$ cat src/verilog/cnn_data_pkg.sv
package cnn_data_pkg;

	////////////////////////////////////////////////////////////////////////////
	// Activation word coming out of the convolution engine
	////////////////////////////////////////////////////////////////////////////

	localparam int PIXEL_WIDTH = 16;

	// Signed so that pooling compares negative activations correctly
	typedef logic signed [PIXEL_WIDTH-1:0] pixel_t;

	// Larger of two activations, ties keep the first one
	function automatic pixel_t pixel_max(input pixel_t a, input pixel_t b);
		pixel_t result;
		if (b > a) begin
			result = b;
		end else begin
			result = a;
		end
		return result;
	endfunction

endpackage

$ cat src/verilog/cnn_geom_pkg.sv
package cnn_geom_pkg;

	////////////////////////////////////////////////////////////////////////////
	// Alignment mode, held constant over one channel plane
	////////////////////////////////////////////////////////////////////////////

	typedef enum logic [1:0] {
		// Every pixel goes through
		mode_pass    = 2'd0,
		// Keep even row, even column
		mode_stride2 = 2'd1,
		// One maximum per 2x2 window
		mode_maxpool = 2'd2
	} align_mode_t;

	////////////////////////////////////////////////////////////////////////////
	// Default plane geometry
	////////////////////////////////////////////////////////////////////////////

	// Both must be even and at least 4
	localparam int DEFAULT_IMAGE_WIDTH  = 16;
	localparam int DEFAULT_IMAGE_HEIGHT = 8;

endpackage

$ cat src/verilog/conv_align_stride2_output.sv
`timescale 1ns/100ps

module conv_align_stride2_output
	import cnn_geom_pkg::*,
	       cnn_data_pkg::*;
#(
	parameter int IMAGE_WIDTH  = DEFAULT_IMAGE_WIDTH,
	parameter int IMAGE_HEIGHT = DEFAULT_IMAGE_HEIGHT,
	parameter int FIFO_DEPTH   = 8,
	parameter int CREDITS      = 4
) (
	input  logic        clk,
	input  logic        reset,
	input  align_mode_t mode,
	input  pixel_t      pxl_in,
	input  logic        valid_in,
	output pixel_t      pxl_out,
	output logic        valid_out,
	input  logic        credit_return,
	output logic        overflow
);

	logic [$clog2(IMAGE_WIDTH)-1:0]  col;
	logic [$clog2(IMAGE_HEIGHT)-1:0] row;
	logic                            plane_first;
	align_mode_t                     plane_mode;

	logic   sel_valid;
	pixel_t sel_pxl;
	logic   pool_valid;
	pixel_t pool_pxl;
	logic   wr_valid;
	pixel_t wr_pxl;

	pixel_position_tracker #(
		.IMAGE_WIDTH (IMAGE_WIDTH),
		.IMAGE_HEIGHT(IMAGE_HEIGHT)
	) i_pixel_position_tracker (
		.clk        (clk),
		.reset      (reset),
		.valid_in   (valid_in),
		.col        (col),
		.row        (row),
		.plane_first(plane_first)
	);

	stride2_select i_stride2_select (
		.clk        (clk),
		.reset      (reset),
		.mode       (mode),
		.valid_in   (valid_in),
		.pxl_in     (pxl_in),
		.col        (col[0]),
		.row        (row[0]),
		.plane_first(plane_first),
		.plane_mode (plane_mode),
		.sel_valid  (sel_valid),
		.sel_pxl    (sel_pxl)
	);

	max_pool2x2 #(
		.IMAGE_WIDTH(IMAGE_WIDTH)
	) i_max_pool2x2 (
		.clk       (clk),
		.reset     (reset),
		.plane_mode(plane_mode),
		.valid_in  (valid_in),
		.pxl_in    (pxl_in),
		.col       (col),
		.row       (row[0]),
		.pool_valid(pool_valid),
		.pool_pxl  (pool_pxl)
	);

	// A plane feeds only one path, so the strobes never collide
	assign wr_valid = sel_valid | pool_valid;
	assign wr_pxl   = pool_valid ? pool_pxl : sel_pxl;

	output_credit_fifo #(
		.FIFO_DEPTH(FIFO_DEPTH),
		.CREDITS   (CREDITS)
	) i_output_credit_fifo (
		.clk          (clk),
		.reset        (reset),
		.wr_valid     (wr_valid),
		.wr_pxl       (wr_pxl),
		.credit_return(credit_return),
		.pxl_out      (pxl_out),
		.valid_out    (valid_out),
		.overflow     (overflow)
	);

endmodule

$ cat src/verilog/max_pool2x2.sv
`timescale 1ns/100ps

module max_pool2x2
	import cnn_geom_pkg::*,
	       cnn_data_pkg::*;
#(
	parameter int IMAGE_WIDTH = DEFAULT_IMAGE_WIDTH
) (
	input  logic                           clk,
	input  logic                           reset,
	input  align_mode_t                    plane_mode,
	input  logic                           valid_in,
	input  pixel_t                         pxl_in,
	input  logic [$clog2(IMAGE_WIDTH)-1:0] col,
	// Row parity selects store or combine
	input  logic                           row,
	output logic                           pool_valid,
	output pixel_t                         pool_pxl
);

	localparam int COL_W      = $clog2(IMAGE_WIDTH);
	localparam int HALF_WIDTH = IMAGE_WIDTH / 2;

	////////////////////////////////////////////////////////////////////////////
	// Half-width row memory, one pair maximum per window column
	////////////////////////////////////////////////////////////////////////////

	pixel_t row_mem [HALF_WIDTH];

	pixel_t            left_pxl;
	pixel_t            pair_max;
	pixel_t            window_max;
	logic [COL_W-2:0]  win_idx;
	logic              active;
	logic              pair_done;

	assign active    = valid_in && (plane_mode == mode_maxpool);
	// Odd column closes a horizontal pair
	assign pair_done = active && col[0];
	assign win_idx   = col[COL_W-1:1];

	assign pair_max   = pixel_max(left_pxl, pxl_in);
	assign window_max = pixel_max(row_mem[win_idx], pair_max);

	// Even column, hold the left half of the pair
	always_ff @(posedge clk) begin
		if (active && !col[0]) begin
			left_pxl <= pxl_in;
		end
	end

	// Upper row of the window parks its pair maximum
	always_ff @(posedge clk) begin
		if (pair_done && !row) begin
			row_mem[win_idx] <= pair_max;
		end
	end

	////////////////////////////////////////////////////////////////////////////
	// Window result, at the odd row and odd column pixel
	////////////////////////////////////////////////////////////////////////////

	always_ff @(posedge clk) begin
		if (reset) begin
			pool_valid <= 1'b0;
		end else begin
			pool_valid <= pair_done && row;
		end
	end

	always_ff @(posedge clk) begin
		if (pair_done && row) begin
			pool_pxl <= window_max;
		end
	end

endmodule

$ cat src/verilog/output_credit_fifo.sv
`timescale 1ns/100ps

module output_credit_fifo
	import cnn_data_pkg::*;
#(
	parameter int FIFO_DEPTH = 8,
	parameter int CREDITS    = 4
) (
	input  logic   clk,
	input  logic   reset,
	input  logic   wr_valid,
	input  pixel_t wr_pxl,
	input  logic   credit_return,
	output pixel_t pxl_out,
	output logic   valid_out,
	output logic   overflow
);

	localparam int PTR_W  = $clog2(FIFO_DEPTH);
	localparam int CRED_W = $clog2(CREDITS + 1);

	localparam logic [PTR_W:0]    FULL_COUNT   = (PTR_W + 1)'(FIFO_DEPTH);
	localparam logic [CRED_W-1:0] INIT_CREDITS = CRED_W'(CREDITS);

	pixel_t mem [FIFO_DEPTH];

	logic [PTR_W-1:0]  wr_ptr;
	logic [PTR_W-1:0]  rd_ptr;
	logic [PTR_W:0]    count;
	logic [CRED_W-1:0] credits;

	logic full;
	logic wr_accept;
	logic send;

	assign full      = (count == FULL_COUNT);
	assign wr_accept = wr_valid && !full;

	// Head goes out as soon as it exists and downstream has room
	assign send      = (count != '0) && (credits != '0);
	assign valid_out = send;
	assign pxl_out   = mem[rd_ptr];

	////////////////////////////////////////////////////////////////////////////
	// Storage and pointers
	////////////////////////////////////////////////////////////////////////////

	always_ff @(posedge clk) begin
		if (wr_accept) begin
			mem[wr_ptr] <= wr_pxl;
		end
	end

	// Depth is a power of two, pointers wrap on their own
	always_ff @(posedge clk) begin
		if (reset) begin
			wr_ptr <= '0;
			rd_ptr <= '0;
			count  <= '0;
		end else begin
			if (wr_accept) begin
				wr_ptr <= wr_ptr + 1'b1;
			end
			if (send) begin
				rd_ptr <= rd_ptr + 1'b1;
			end
			case ({wr_accept, send})
				2'b10:   count <= count + 1'b1;
				2'b01:   count <= count - 1'b1;
				default: count <= count;
			endcase
		end
	end

	////////////////////////////////////////////////////////////////////////////
	// Credits toward the next layer, and the sticky overflow flag
	////////////////////////////////////////////////////////////////////////////

	always_ff @(posedge clk) begin
		if (reset) begin
			credits <= INIT_CREDITS;
		end else begin
			case ({send, credit_return})
				2'b10:   credits <= credits - 1'b1;
				2'b01:   credits <= credits + 1'b1;
				default: credits <= credits;
			endcase
		end
	end

	// Input side has no back-pressure, a full FIFO loses the pixel
	always_ff @(posedge clk) begin
		if (reset) begin
			overflow <= 1'b0;
		end else if (wr_valid && full) begin
			overflow <= 1'b1;
		end
	end

endmodule

$ cat src/verilog/pixel_position_tracker.sv
`timescale 1ns/100ps

module pixel_position_tracker
	import cnn_geom_pkg::*;
#(
	parameter int IMAGE_WIDTH  = DEFAULT_IMAGE_WIDTH,
	parameter int IMAGE_HEIGHT = DEFAULT_IMAGE_HEIGHT
) (
	input  logic                            clk,
	input  logic                            reset,
	input  logic                            valid_in,
	output logic [$clog2(IMAGE_WIDTH)-1:0]  col,
	output logic [$clog2(IMAGE_HEIGHT)-1:0] row,
	output logic                            plane_first
);

	localparam int COL_W = $clog2(IMAGE_WIDTH);
	localparam int ROW_W = $clog2(IMAGE_HEIGHT);

	localparam logic [COL_W-1:0] LAST_COL = COL_W'(IMAGE_WIDTH - 1);
	localparam logic [ROW_W-1:0] LAST_ROW = ROW_W'(IMAGE_HEIGHT - 1);

	logic last_col;
	logic plane_last;

	// col and row always name the pixel currently on pxl_in
	assign last_col   = (col == LAST_COL);
	assign plane_last = last_col && (row == LAST_ROW);

	////////////////////////////////////////////////////////////////////////////
	// Raster counters, advanced once per valid pixel
	////////////////////////////////////////////////////////////////////////////

	always_ff @(posedge clk) begin
		if (reset) begin
			col <= '0;
			row <= '0;
		end else if (valid_in) begin
			if (plane_last) begin
				// Next plane starts at the origin again
				col <= '0;
				row <= '0;
			end else if (last_col) begin
				col <= '0;
				row <= row + 1'b1;
			end else begin
				col <= col + 1'b1;
			end
		end
	end

	// Origin pixel of a plane, only while it is actually presented
	assign plane_first = valid_in && (col == '0) && (row == '0);

endmodule

$ cat src/verilog/stride2_select.sv
`timescale 1ns/100ps

module stride2_select
	import cnn_geom_pkg::*,
	       cnn_data_pkg::*;
(
	input  logic        clk,
	input  logic        reset,
	input  align_mode_t mode,
	input  logic        valid_in,
	input  pixel_t      pxl_in,
	// Only the parity of the position is needed here
	input  logic        col,
	input  logic        row,
	input  logic        plane_first,
	output align_mode_t plane_mode,
	output logic        sel_valid,
	output pixel_t      sel_pxl
);

	align_mode_t mode_q;
	logic        keep;

	// First pixel of a plane already follows the new mode
	assign plane_mode = plane_first ? mode : mode_q;

	always_ff @(posedge clk) begin
		if (reset) begin
			mode_q <= mode_pass;
		end else if (plane_first) begin
			mode_q <= mode;
		end
	end

	// Pooling planes are handled by the other path
	assign keep = valid_in &&
	              ((plane_mode == mode_pass) ||
	               ((plane_mode == mode_stride2) && !col && !row));

	always_ff @(posedge clk) begin
		if (reset) begin
			sel_valid <= 1'b0;
		end else begin
			sel_valid <= keep;
		end
	end

	always_ff @(posedge clk) begin
		if (keep) begin
			sel_pxl <= pxl_in;
		end
	end

endmodule
$ cat config.mk
export PLATFORM = sky130hd
export DESIGN_NAME = conv_align_stride2_output
export DESIGN_NICKNAME = d
export VERILOG_FILES = /design/src/verilog/cnn_data_pkg.sv /design/src/verilog/cnn_geom_pkg.sv /design/src/verilog/conv_align_stride2_output.sv /design/src/verilog/max_pool2x2.sv /design/src/verilog/output_credit_fifo.sv /design/src/verilog/pixel_position_tracker.sv /design/src/verilog/stride2_select.sv
export SDC_FILE = /design/constraint.sdc
export NUM_CORES = 1
export LEC_CHECK = 0
export BUFFER_PORTS_ARGS = -buffer_cell sky130_fd_sc_hd__buf_2
export CAP_MARGIN = 20
export CORE_MARGIN = 1.5
export CORE_UTILIZATION = 37
export DETAILED_ROUTE_END_ITERATION = 6
export GPL_ROUTABILITY_DRIVEN = 0
export SLEW_MARGIN = 30
export SYNTH_ARGS = -nofsm -noshare
export SYNTH_HDL_FRONTEND = slang
export SYNTH_SLANG_ARGS = --single-unit
$ cat constraint.sdc
create_clock -name clk -period 5.17 [get_ports clk]
set_input_delay 0.517 -clock clk [delete_from_list [all_inputs] [get_ports clk]]
set_output_delay 0.517 -clock clk [all_outputs]
set_load 0.01 [all_outputs]
### Word-level counts from Yosys, hierarchy flattened

Memories as Yosys holds them, arrays and structs flattened. A register that Yosys moved wholly into a read port is not among the register bits.
Index checks and enable logic that the tools add are counted.
Widths: inputs -> output; s select.

* register bits after elaboration: 73
* memory bits (writable): 256
* input port bits: 22
* word-level logic and storage cells: 80
* memories kept: 2

Memory list
* i_max_pool2x2.row_mem: words 8, width 16, rd ports 1, clocked after memory_dff 1, write ports 1, RTL line max_pool2x2.sv:28 `pixel_t row_mem [HALF_WIDTH];`
* i_output_credit_fifo.mem: words 8, width 16, rd ports 1, clocked after memory_dff 1, write ports 1, RTL line output_credit_fifo.sv:25 `pixel_t mem [FIFO_DEPTH];`

* add/sub/neg operators: 8
* $lt $le $gt $ge: 2
* eq/ne operators: 9
* muxes and demuxes: 18
* bitwise gates (word level): 1
* reductions and logical operators: 27

Operator list (count)
* $mux 16: 3
* $gt 16x16->1: 2
* $mux 3: 6
* $logic_and 1x1->1: 14
* $add 3x1->3 const B: 4
* $add 4x1->4 const B: 2
* $eq 4x4->1 const B: 2
* $mux 4: 2
* $pmux 4 s2: 1
* $eq 2x1->1 const B: 3
* $eq 2x2->1 const B: 3
* $pmux 3 s2: 1
* $reduce_bool 2->1: 3
* $logic_not 4->1: 1
* $mux 1: 4
* $reduce_bool 4->1: 1
* $sub 4x1->4 const B: 1
* $eq 3x3->1 const B: 1
* $logic_not 1->1: 3
* $logic_not 3->1: 1
* $reduce_bool 3->1: 1
* $sub 3x1->3 const B: 1
* $logic_not 2->1: 1
* $mux 2: 1
* 3 further kinds: 3

### Depth between registers and ports, before layout

Gate-level depths: netlist (run 1).

* depth after elaboration: 10
* depth in mapped cells: 19

### Hierarchy

From an unflattened synthesis (run 1), not the netlist that was laid out.

* cells, all modules: 857
* area, all modules: 14483.9 um2

Modules (own cells, without submodules)
* max_pool2x2: instances 1, cells an instance 489, area an instance 7435.9 um2
* output_credit_fifo: instances 1, cells an instance 280, area an instance 5783.0 um2
* stride2_select: instances 1, cells an instance 27, area an instance 628.1 um2
* pixel_position_tracker: instances 1, cells an instance 42, area an instance 385.4 um2
* conv_align_stride2_output: instances 1, cells an instance 19, area an instance 251.5 um2

### Worst setup path after synthesis (run 1)

No wires, ideal clock.

* path kind: input to register
* from: input port pxl_in[15]
* to: register i_max_pool2x2.pool_pxl[10] (data pin)
* data arrival time: 4742 ps
* data required time: 4906 ps
* setup slack: 164 ps
* stages: 18
* path buffers: 2
* cells stage by stage: ha_1 -> nand4_1 -> or4_1 -> a21o_1 -> nand4_1 -> mux2i_2 -> buf_6 -> mux2i_1 -> inv_1 -> ha_1 -> and4_1 -> nand2_1 -> nor3_1 -> a2111o_1 -> nor2_1 -> a221oi_2 -> buf_4 -> mux2i_1

* cells in the longest elaborated chain, start to end: 4

Ends and longest elaborated chain
* start, declared: RTL line conv_align_stride2_output.sv:15 `input pixel_t pxl_in,`
* $gt 16x16->1 (*): RTL line cnn_data_pkg.sv:15 `if (b > a) begin`
* $mux 16 (*): RTL line cnn_data_pkg.sv:15
* named net i_max_pool2x2.pair_max[10]: RTL line max_pool2x2.sv:31 `pixel_t pair_max;`
* $gt 16x16->1: RTL line cnn_data_pkg.sv:15
* $mux 16 (*): RTL line cnn_data_pkg.sv:15
* named net i_max_pool2x2.window_max[10]: RTL line max_pool2x2.sv:32 `pixel_t window_max;`
* end signal, assigned: RTL line max_pool2x2.sv:73 `pool_pxl <= window_max;`
* end, declared: RTL line max_pool2x2.sv:18 `output pixel_t pool_pxl`

Mark *: on every way through the listed nets, which the timed path passes. The rest lies on a longest branch.
A chain may end at the register's enable or synchronous reset.

### Final worst setup path (run 1)

* from: register i_max_pool2x2.left_pxl[15]
* to: register i_max_pool2x2.pool_pxl[0] (data pin)

* cells in the longest elaborated chain, start to end: 4

Ends and longest elaborated chain
* start, declared: RTL line max_pool2x2.sv:30 `pixel_t left_pxl;`
* start signal, assigned: RTL line max_pool2x2.sv:48 `left_pxl <= pxl_in;`
* $gt 16x16->1: RTL line cnn_data_pkg.sv:15
* $mux 16: RTL line cnn_data_pkg.sv:15
* named net i_max_pool2x2.pair_max[8]: RTL line max_pool2x2.sv:31
* $gt 16x16->1: RTL line cnn_data_pkg.sv:15
* $mux 16: RTL line cnn_data_pkg.sv:15
* named net i_max_pool2x2.window_max[0]: RTL line max_pool2x2.sv:32

The timed path passes the listed nets, and every way through them passes these cells.

==> results.md, run 1 <==
* TritonCTS buffer count at 37
* DR vias at 6745
* Grt met1 use at 18.5%
* Mapped Area at 13800 sq um
* CP max-delay cell: or4_1
* Largest net degree at the start of global routing at 33
* Required @ worst endpoint at 5400 ps
* Fmax at 0.211 GHz
* Post-CTS Hold Buffers at 0
* Post-CTS setup buffers at 0
* Ports at 40
* R2r endpoint: i_max_pool2x2.pool_pxl[0]
* RSZ-0062 raised after global routing: no
* Final Critical Period at 4730 ps
* Crit-path max FO at 16
* Commonest non-fill, non-tap cells in the layout: edfxtp_1 (304), mux4_2 (64), mux2i_1 (54)
* YS warnings at 0
* Setup violators final at 0
* Grt peak-use layer: met2
* Die Wd at 196 um
* Vias in the first global route at 7246
* Core area at 36700 sq um
* Slew Limit Fails at 0
* DRC violations left at 0
* Tcrit/Tclk final at 91.5%
* Antenna violations before repair at 1
* Family with the most delay on the worst path: simple AND/OR/NAND/NOR gates
* TritonRoute pass-1 iters at 5
* All-Layer GR Usage at 14.0%
* Number of DRC markers in iteration 0 at 396
* Rows at 70
* GRT overflow at 0
* Worst Setup End Kind: flip-flop
* Max incr delay on CP at 560 ps
* RR Startpoint: i_max_pool2x2.left_pxl[15]
* Final WL at 26.0 mm
* Clock-pin slew on the worst setup and hold paths at 60 ps
* Most used flip-flop cell after synthesis: edfxtp_1
* Worst hold path class: in -> reg
* Hold depth at 1
* R2R depth at 19
* Critical path type: reg -> reg
* WL/cell at 19.6 um
* Final instance area at 15900 sq um
* Root buffer cell: clkbuf_16
* Number of max-cap violations at 0
* Hold wc startpoint: pxl_in[0]
* Post-synthesis instance total at 756
* WHS Endpoint: i_max_pool2x2.left_pxl[0]
* Pwr dens at 418 nW/um^2
* M2 GR Usage at 23.6%
* Height of the die at 196 um
* Sequential cell area fraction in the yosys report at 70.5%
* DR vias/cell at 5.09
* DIE AREA at 38500 sq um
* Maximum clock path buffer count at 3
* Mapped Avg Cell Area at 18.3 sq um
* Setup crit start kind: flip-flop
* Arrival time at the worst endpoint at 4960 ps
* Sink Count at 335
* Fin. Hold Viols at 0
* Maximum VDD drop at 0.000222 V
* TritonCTS clock tree: built
* Syn_nets at 823
* Htree depth at 2
* Seq cells post-synth at 335
* Final #Nets at 896
* Cells along the critical path: inv_1 > ha_1 > nand4_1 > or4_1 > a21o_1 > nand4_1 > mux2i_2 > buf_12 > mux2i_1 > inv_1 > ha_1 > and4_1 > nand2_1 > nor3_1 > a2111o_1 > nor2_1 > a221oi_2 > buf_6 > mux2i_1
* Status: finished, final reports clean
* Worst-Skew Late Latency at 510 ps
* Number of buffers and inverters on the critical path at 4
* Layout area overhead at 14.7%
* Slew @ Worst Pin at 919 ps
* I/O Buffers at 39
* Relative slew slack at 38.6%
* DRT antenna net count at 0
* HPWL Detailed at 16.2 mm
* Yosys cell types at 43
* Fraction of registers with async set/reset at 0%
* Reg-to-reg slack, setup at 440 ps
* Commonest non-fill, non-tap cell in the layout: edfxtp_1
* Share of cells above drive strength 1 at 26.5%
* Initial Util at 37.7%
* First-pass GRT wire length at 41.4 mm
* Post-DP Area at 14700 sq um
* Setup_tns at 0 ps
* Met3 track demand over resource at 2.68%
* Number of synthesized flops with an enable pin at 304
* Leakage at 5.42 nW
* Gates resized, CTS repair at 0
* Fillers at 3211
* Max Clock Skew at 14.6 ps
==> cell type report <==
| class | count | area [sq um] | area share, % |
|---|---|---|---|
| tap | 468 | 586 | 3.69 |
| sequential | 335 | 9750 | 61.5 |
| timing repair buffer | 62 | 384 | 2.42 |
| inverter | 47 | 176 | 1.11 |
| antenna | 1 | 2.50 | 0.0158 |
| clock buffer | 42 | 945 | 5.96 |
| multi-input combinational | 346 | 3820 | 24.1 |
| clock inverter | 23 | 195 | 1.23 |
==> routing by layer <==
metal,wire (um),part of all wire [%]
met5,0,0
met3,973,3.7
met1,11600,45
met2,12900,50
met4,512,2.0
==> report_power, final <==
group	switching, mW	total [mW]	internal (mW)
sequential	0.0504	3.11	3.06
clock	1.02	2.48	1.46
combinational	0.539	1.04	0.503
==> synthesized netlist by cell type, types with 4 or more instances <==
master	count	share of area [%]
clkbuf_1	16	0.43
dfxtp_1	31	4.5
a21o_1	4	0.22
mux2_2	32	2.6
inv_1	47	1.3
nor3b_1	6	0.33
xor2_1	8	0.51
ha_1	43	3.9
mux4_2	64	10
nand2_1	18	0.49
mux2i_1	54	3.9
nor3_1	14	0.51
nand4_1	7	0.32
a21oi_1	20	0.72
buf_1	7	0.19
nor2_1	34	0.92
edfxtp_1	304	66
nor2b_1	4	0.18
o21ai_0	4	0.14
==> stage by stage <==
| stage | worst slack (ps) | instances | hold slack, ps | total power, mW | util [%] |
|---|---|---|---|---|---|
| 2_1_floorplan | 164 | 756 | 454 | 3.95 | - |
| 3_3_place_gp | 267 | 1258 | 474 | 4.22 | 40.1 |
| 3_5_place_dp | 103 | 1258 | 475 | 4.23 | 40.1 |
| 4_1_cts | 374 | 1323 | 212 | 6.73 | 43.2 |
| 5_1_grt | 19.5 | 1323 | 213 | 6.94 | 43.2 |
| 6_report | 439 | 1324 | 230 | 6.63 | 43.2 |
==> cells by family after synthesis <==
| family | synth area share [%] |
|---|---|
| AO/OA/AOI/OAI | 1.79 |
| XOR/XNOR | 0.697 |
| adder cells (fa/ha/maj) | 4.18 |
| flip-flops | 70.5 |
| buffers and inverters | 2.15 |
| multiplexers | 17.0 |
| AND/OR/NAND/NOR | 3.60 |
==> flip-flops by register name, indices dropped and copies added (netlist names), named ones only <==
| signal | count |
|---|---|
| i_output_credit_fifo.count | 4 |
| i_max_pool2x2.pool_valid | 1 |
| i_max_pool2x2.left_pxl | 16 |
| i_max_pool2x2.row_mem | 128 |
| i_output_credit_fifo.overflow | 1 |
| i_stride2_select.sel_valid | 1 |
| i_output_credit_fifo.credits | 3 |
| i_output_credit_fifo.mem | 128 |
| i_pixel_position_tracker.col | 4 |
| i_max_pool2x2.pool_pxl | 16 |
| i_stride2_select.mode_q | 2 |
| i_stride2_select.sel_pxl | 16 |
| i_pixel_position_tracker.row | 3 |
| i_output_credit_fifo.rd_ptr | 3 |
| i_output_credit_fifo.wr_ptr | 3 |
==> worst max-delay path by stage <==
stage / start / end / slack [ps] / cells after the start
final: i_max_pool2x2.left_pxl[15] / i_max_pool2x2.pool_pxl[0] / 440 / 19
after global routing: i_max_pool2x2.left_pxl[15] / i_max_pool2x2.pool_pxl[6] / 20 / 19
after CTS: i_max_pool2x2.left_pxl[15] / i_max_pool2x2.pool_pxl[1] / 370 / 19
after detailed placement: pxl_in[15] / i_max_pool2x2.pool_pxl[0] / 100 / 19
after global placement: pxl_in[15] / i_max_pool2x2.pool_pxl[8] / 270 / 19
after floorplan: pxl_in[15] / i_max_pool2x2.pool_pxl[10] / 160 / 18
Note: power is estimated with default switching activity, not from simulation.
==> run 2, diff against run 1 <==
Settings changed: CELL_PAD_IN_SITES_DETAIL_PLACEMENT from default to 1, CELL_PAD_IN_SITES_GLOBAL_PLACEMENT from default to 1, CORE_UTILIZATION 37 to 28, PLACE_DENSITY_LB_ADDON from default to 0.1.
==> results.md, run 2 (same netlist as run 1, synthesis figures left out) <==
* HPWL Detailed at 20.4 mm (+26%)
* Critical path type: reg -> reg
* Htree depth at 2 (unchanged)
* Core area at 48800 sq um (+33%)
* Logic pwr share at 15.8% (about the same)
* DRT antenna net count at 0 (unchanged)
* WL met3 at 1.07 mm (+10%)
* DR vias at 6942 (+2.9%)
* DRC violations left at 0 (unchanged)
* Largest regs: i_max_pool2x2.row_mem x128, i_output_credit_fifo.mem x128
* Max Clock Skew at 23.1 ps (+8.51 ps)
* Gates resized, CTS repair at 0 (unchanged)
* Post-CTS setup buffers at 0 (unchanged)
* TritonRoute pass-1 iters at 4 (-1)
* Final WL at 32.7 mm (+26%)
* Sw Pwr at 1.76 mW (+9.8%)
* Final core utilization at 33.5% (-9.8 points)
* Clock-pin slew on the worst setup and hold paths at 60 ps (about the same)
* Setup crit start kind: flip-flop
* Share of cells above drive strength 1 at 27.8% (+1.2 points)
* Worst hold path class: in -> reg
* Worst setup margin at 340 ps (-99.0 ps)
* Post-CTS Hold Buffers at 0 (unchanged)
* Vias in the first global route at 7848 (+8.3%)
* I/O Buffers at 39 (unchanged)
* Commonest non-fill, non-tap cell in the layout: edfxtp_1
* Fin. Hold Viols at 0 (unchanged)
* Number of DRC markers in iteration 0 at 285 (-28%)
* Slew @ Worst Pin at 847 ps (-72.6 ps)
* Internal cell power at 5.25 mW (+4.4%)
* Post-DP Area at 15000 sq um (+2.3%)
* Rows at 81 (+16%)
* Relative slew slack at 43.5% (+4.8 points)
* TritonCTS buffer count at 40 (+8.1%)
* Final #Nets at 905 (+1.0%)
* Die Wd at 225 um (+15%)
* GRT overflow at 0 (unchanged)
* Fmax at 0.207 GHz (-2.0%)
* First-pass GRT wire length at 49.3 mm (+19%)
* Antenna violations before repair at 0 (-1)
* Worst Setup End Kind: flip-flop
* Place WS at 8.48 ps (-94.4 ps)
* Sw Share at 25.1% (+0.93 points)
* Arrival time at the worst endpoint at 5210 ps (+250 ps)
* Sink Count at 335 (unchanged)
* Layout area overhead at 18.3%
* Leakage at 5.51 nW (+1.6%)
* Clock Power Share at 39.7% (+2.3 points)
* Crit-path max FO at 16 (unchanged)
* Pwr dens at 429 nW/um^2 (+2.6%)
* Number of max-cap violations at 0 (unchanged)
* Met2 Routed Length at 16.7 mm (+30%)
* Final instance area at 16300 sq um (+3.1%)
* Tcrit/Tclk final at 93.4% (+1.9 points)
* Top layer in use: met4
* Height of the die at 225 um (+15%)
* Final Critical Period at 4830 ps (+99.0 ps)
* Commonest non-fill, non-tap cells in the layout: edfxtp_1 (304), mux4_2 (64), mux2i_1 (54)
* Required @ worst endpoint at 5550 ps (+150 ps)
* Ports at 40 (unchanged)
* Maximum VDD drop at 0.000183 V (-17%)
* Total Power at 7.01 mW (+5.7%)
* Initial Util at 28.3% (-9.4 points)
* Final hold slack at 197 ps (-33.0 ps)
* Seq pwr share at 44.5% (-2.4 points)
* Largest net degree at the start of global routing at 33 (unchanged)
* Slew Limit Fails at 0 (unchanged)
* All-Layer GR Usage at 13.4% (-0.69 points)
* Diode count at 0 (-1)
* Setup violators final at 0 (unchanged)
* DIE AREA at 50700 sq um (+32%)
* Status: finished, final reports clean
* Worst-Skew Late Latency at 560 ps (+50 ps)
* Fillers at 4959 (+54%)
* Maximum clock path buffer count at 3 (unchanged)
* Root buffer cell: clkbuf_16
* WL/cell at 21.4 um (+8.9%)
* DR vias/cell at 4.53 (-11%)
* Metal-1 WL at 13.9 mm (+20%)
* TritonCTS clock tree: built
## run 2: layer usage
| metal | vias up | track usage, % |
|---|---|---|
| met1 | 3636 | 16.0 |
| met5 | - | 0 |
| li1 | 3137 | - |
| met4 | 0 | 5.48 |
| met2 | 111 | 23.8 |
| met3 | 58 | 2.23 |
## run 2: worst paths after layout
path                            depth (start not counted)                            start  slack (ps)                         endpoint
worst max-delay path                                   19       i_max_pool2x2.left_pxl[15]         340       i_max_pool2x2.pool_pxl[10]
worst min-delay path                                    1                        pxl_in[5]         200        i_max_pool2x2.left_pxl[5]
worst max register to register                         19       i_max_pool2x2.left_pxl[15]         340       i_max_pool2x2.pool_pxl[10]
worst min register to register                          2  i_pixel_position_tracker.row[1]         500  i_pixel_position_tracker.row[1]
## run 2: power by group through the flow
| stage | Combinational (mW) | Clock (mW) | Sequential, mW |
|---|---|---|---|
| after floorplan | 0.803 | 0 | 3.15 |
| after CTS | 1.14 | 2.89 | 3.12 |
| after detailed placement | 1.14 | 0 | 3.18 |
| after global routing | 1.23 | 2.97 | 3.13 |
| final | 1.11 | 2.79 | 3.12 |
| after global placement | 1.08 | 0 | 3.17 |
## run 2: critical path, stage by stage, from the launching register on
cell,delay (ps)
edfxtp_1,370
inv_1,60
ha_1,340
nand4_1,200
or4_1,580
a21o_1,180
nand4_1,120
mux2i_2,280
buf_12,210
mux2i_1,340
inv_2,140
ha_1,340
and4_1,230
nand2_1,100
a211o_1,240
o211ai_1,130
nor2_1,100
a221oi_2,260
buf_12,210
mux2i_1,210
## run 2: area by class of cell
class                   count  area [sq um]  area share (%)
flip-flops and latches    335          9750            59.7
multi-input cells         346          3850            23.6
clock buffers              46          1020            6.26
well taps                 664           831            5.08
repair buffers             68           438            2.68
clock inverters            25           270            1.65
inverters                  47           176            1.08
## run 2: through the flow
stage | cells | setup TNS [ps]
after detailed placement | 1460 | 0
after global routing | 1531 | -4.07
after floorplan | 756 | 0
after CTS | 1531 | 0
final | 1531 | 0
after global placement | 1460 | 0
==> run 3, diff against run 2 <==
Settings changed: CORE_MARGIN 1.5 to 4, REMOVE_ABC_BUFFERS from default to 1.
==> results.md, run 3 (same netlist as run 1, synthesis figures left out) <==
* Crit-path max FO at 16 (unchanged)
* RR Startpoint: i_max_pool2x2.left_pxl[15]
* GRT overflow at 0 (unchanged)
* Critical path type: reg -> reg
* Fmax at 0.205 GHz (-1.0%)
* Max Clock Skew at 11.1 ps (-12.0 ps)
* Share of cells above drive strength 1 at 27.9% (+0.14 points)
* Die Wd at 230 um (+2.2%)
* Clock-pin slew on the worst setup and hold paths at 60 ps (about the same)
* Fin. Hold Viols at 0 (unchanged)
* Largest regs: i_max_pool2x2.row_mem x128, i_output_credit_fifo.mem x128
* Worst-Skew Late Latency at 540 ps (-20 ps)
* Ports at 40 (unchanged)
* HPWL Detailed at 20.8 mm (+1.9%)
* Initial Util at 28.3% (unchanged)
* Diode count at 0 (unchanged)
* Maximum VDD drop at 0.000243 V (+32%)
* TritonCTS clock tree: built
* Leakage at 5.59 nW (+1.5%)
* I/O Buffers at 39 (unchanged)
* CP startpoint: i_max_pool2x2.left_pxl[15]
* Clock Power Share at 40.0% (+0.3 points)
* Status: finished, final reports clean
* DR vias at 6894 (-0.69%)
* Number of DRC markers in iteration 0 at 381 (+34%)
* Final core utilization at 33.6% (+0.12 points)
* WL/cell at 21.3 um (-0.40%)
* DRC violations left at 0 (unchanged)
* Arrival time at the worst endpoint at 5140 ps (-70 ps)
* Number of max-cap violations at 0 (unchanged)
* Sink Count at 335 (unchanged)
* Final Critical Period at 4880 ps (+48.6 ps)
* Required @ worst endpoint at 5430 ps (-120 ps)
* Worst Setup End Kind: flip-flop
* Final #Nets at 915 (+1.1%)
* Root buffer cell: clkbuf_16
* TritonCTS buffer count at 41 (+2.5%)
* Post-CTS Hold Buffers at 0 (unchanged)
* Worst setup margin at 291 ps (-48.6 ps)
* Seq pwr share at 44.6% (about the same)
* Largest net degree at the start of global routing at 33 (unchanged)
* DRT antenna net count at 0 (unchanged)
* Worst hold path class: in -> reg
* Fillers at 4971 (+0.24%)
* Sw Share at 24.6% (-0.56 points)
* Maximum clock path buffer count at 3 (unchanged)
* Setup violators final at 0 (unchanged)
* Final hold slack at 209 ps (+12.8 ps)
* Setup crit start kind: flip-flop
* Layout area overhead at 18.7%
* Antenna violations before repair at 0 (unchanged)
* First-pass GRT wire length at 50.0 mm (+1.5%)
* Pwr dens at 431 nW/um^2 (+0.36%)
* Commonest non-fill, non-tap cells in the layout: edfxtp_1 (304), mux4_2 (64), mux2i_1 (54)
* Final WL at 32.8 mm (+0.25%)
* Rows at 81 (unchanged)
* Tcrit/Tclk final at 94.4% (+0.94 points)
* Core area at 48800 sq um (unchanged)
* Logic pwr share at 15.4% (-0.4 points)
* Sw Pwr at 1.74 mW (-1.5%)
* Htree depth at 2 (unchanged)
* Vias in the first global route at 7971 (+1.6%)
* Place WS at -34.4 ps (-42.9 ps)
* All-Layer GR Usage at 12.6% (-0.73 points)
* Slew @ Worst Pin at 807 ps (-40.2 ps)
* DR vias/cell at 4.47 (-1.3%)
* Relative slew slack at 46.2% (+2.7 points)
* TritonRoute pass-1 iters at 5 (+1)
* Commonest non-fill, non-tap cell in the layout: edfxtp_1
* DIE AREA at 53000 sq um (+4.5%)
* Internal cell power at 5.33 mW (+1.5%)
* Height of the die at 230 um (+2.2%)
* Slew Limit Fails at 0 (unchanged)
* RSZ-0062 raised after global routing: no
* Hold wc startpoint: pxl_in[4]
==> run 3: cell count changes in the layout (fill, tap and decap cells not counted), moves of 2 or more <==
| cell | delta |
|---|---|
| inv_1 | +2 |
| clkinv_1 | +3 |
| clkinvlp_4 | -3 |
| nor3_2 | +3 |
| inv_2 | -2 |
| buf_4 | +8 |
| nor3_4 | -3 |
| clkinv_2 | +2 |
| nor3b_4 | -2 |
| nor3b_2 | +2 |
==> run 3: layout make-up <==
type                    count  area [sq um]  area share, %
clock inverters            25           265           1.62
flip-flops and latches    335          9750           59.5
well taps                 664           831           5.06
clock buffers              47          1050           6.39
multi-input cells         346          3820           23.3
inverters                  47           176           1.08
repair buffers             77           509           3.10
==> run 3: path summary, 6_finish.rpt <==
kind / cells past startpoint / slack [ps] / to
setup / recovery: 19 / 290 / i_max_pool2x2.pool_pxl[6]
hold / removal: 1 / 210 / i_stride2_select.sel_pxl[4]
setup reg to reg: 19 / 290 / i_max_pool2x2.pool_pxl[6]
hold reg to reg: 2 / 490 / i_pixel_position_tracker.row[1]
==> run 3: worst max-delay path, cell delays in order, from the launching register on <==
cell,delay [ps]
edfxtp_1,380
inv_1,60
ha_1,340
nand4_1,190
or4_1,570
a21o_1,170
nand4_1,120
mux2i_2,280
buf_12,210
mux2i_1,260
inv_1,180
ha_1,330
and4_1,210
nand2_1,100
a211o_1,250
o211ai_1,140
nor2_1,100
a221oi_2,340
buf_4,250
mux2i_1,90
==> run 3: metrics by stage <==
stage | TNS [ps] | total power [mW] | instances | area [sq um]
2_1_floorplan | -6620 | 3.94 | 728 | 13700
3_3_place_gp | 0 | 4.26 | 1468 | 15100
3_5_place_dp | -204 | 4.32 | 1468 | 15100
4_1_cts | 0 | 7.22 | 1540 | 16400
5_1_grt | 0 | 7.44 | 1541 | 16400
6_report | 0 | 7.07 | 1541 | 16400
==> run 3: repair_timing <==
item / CTS / global route
buffers inserted: 0 / 1
endpoints found under the setup margin: 0 / 12
endpoints found under the hold margin: 0 / 0
gates resized for setup: 0 / 2
==> run 3: power by group through the flow <==
stage	Sequential (mW)	Clock, mW	Combinational [mW]
final	3.15	2.83	1.09
after global routing	3.16	3.06	1.21
after CTS	3.15	2.95	1.12
after detailed placement	3.21	0	1.11
after global placement	3.20	0	1.06
after floorplan	3.23	0	0.712
==> run 3: per-layer routing <==
| layer | global-route usage, % | share of wire [%] |
|---|---|---|
| met5 | 0 | 0 |
| met4 | 3.82 | 2.3 |
| met3 | 2.34 | 3.2 |
| met2 | 22.3 | 51 |
| met1 | 15.7 | 44 |
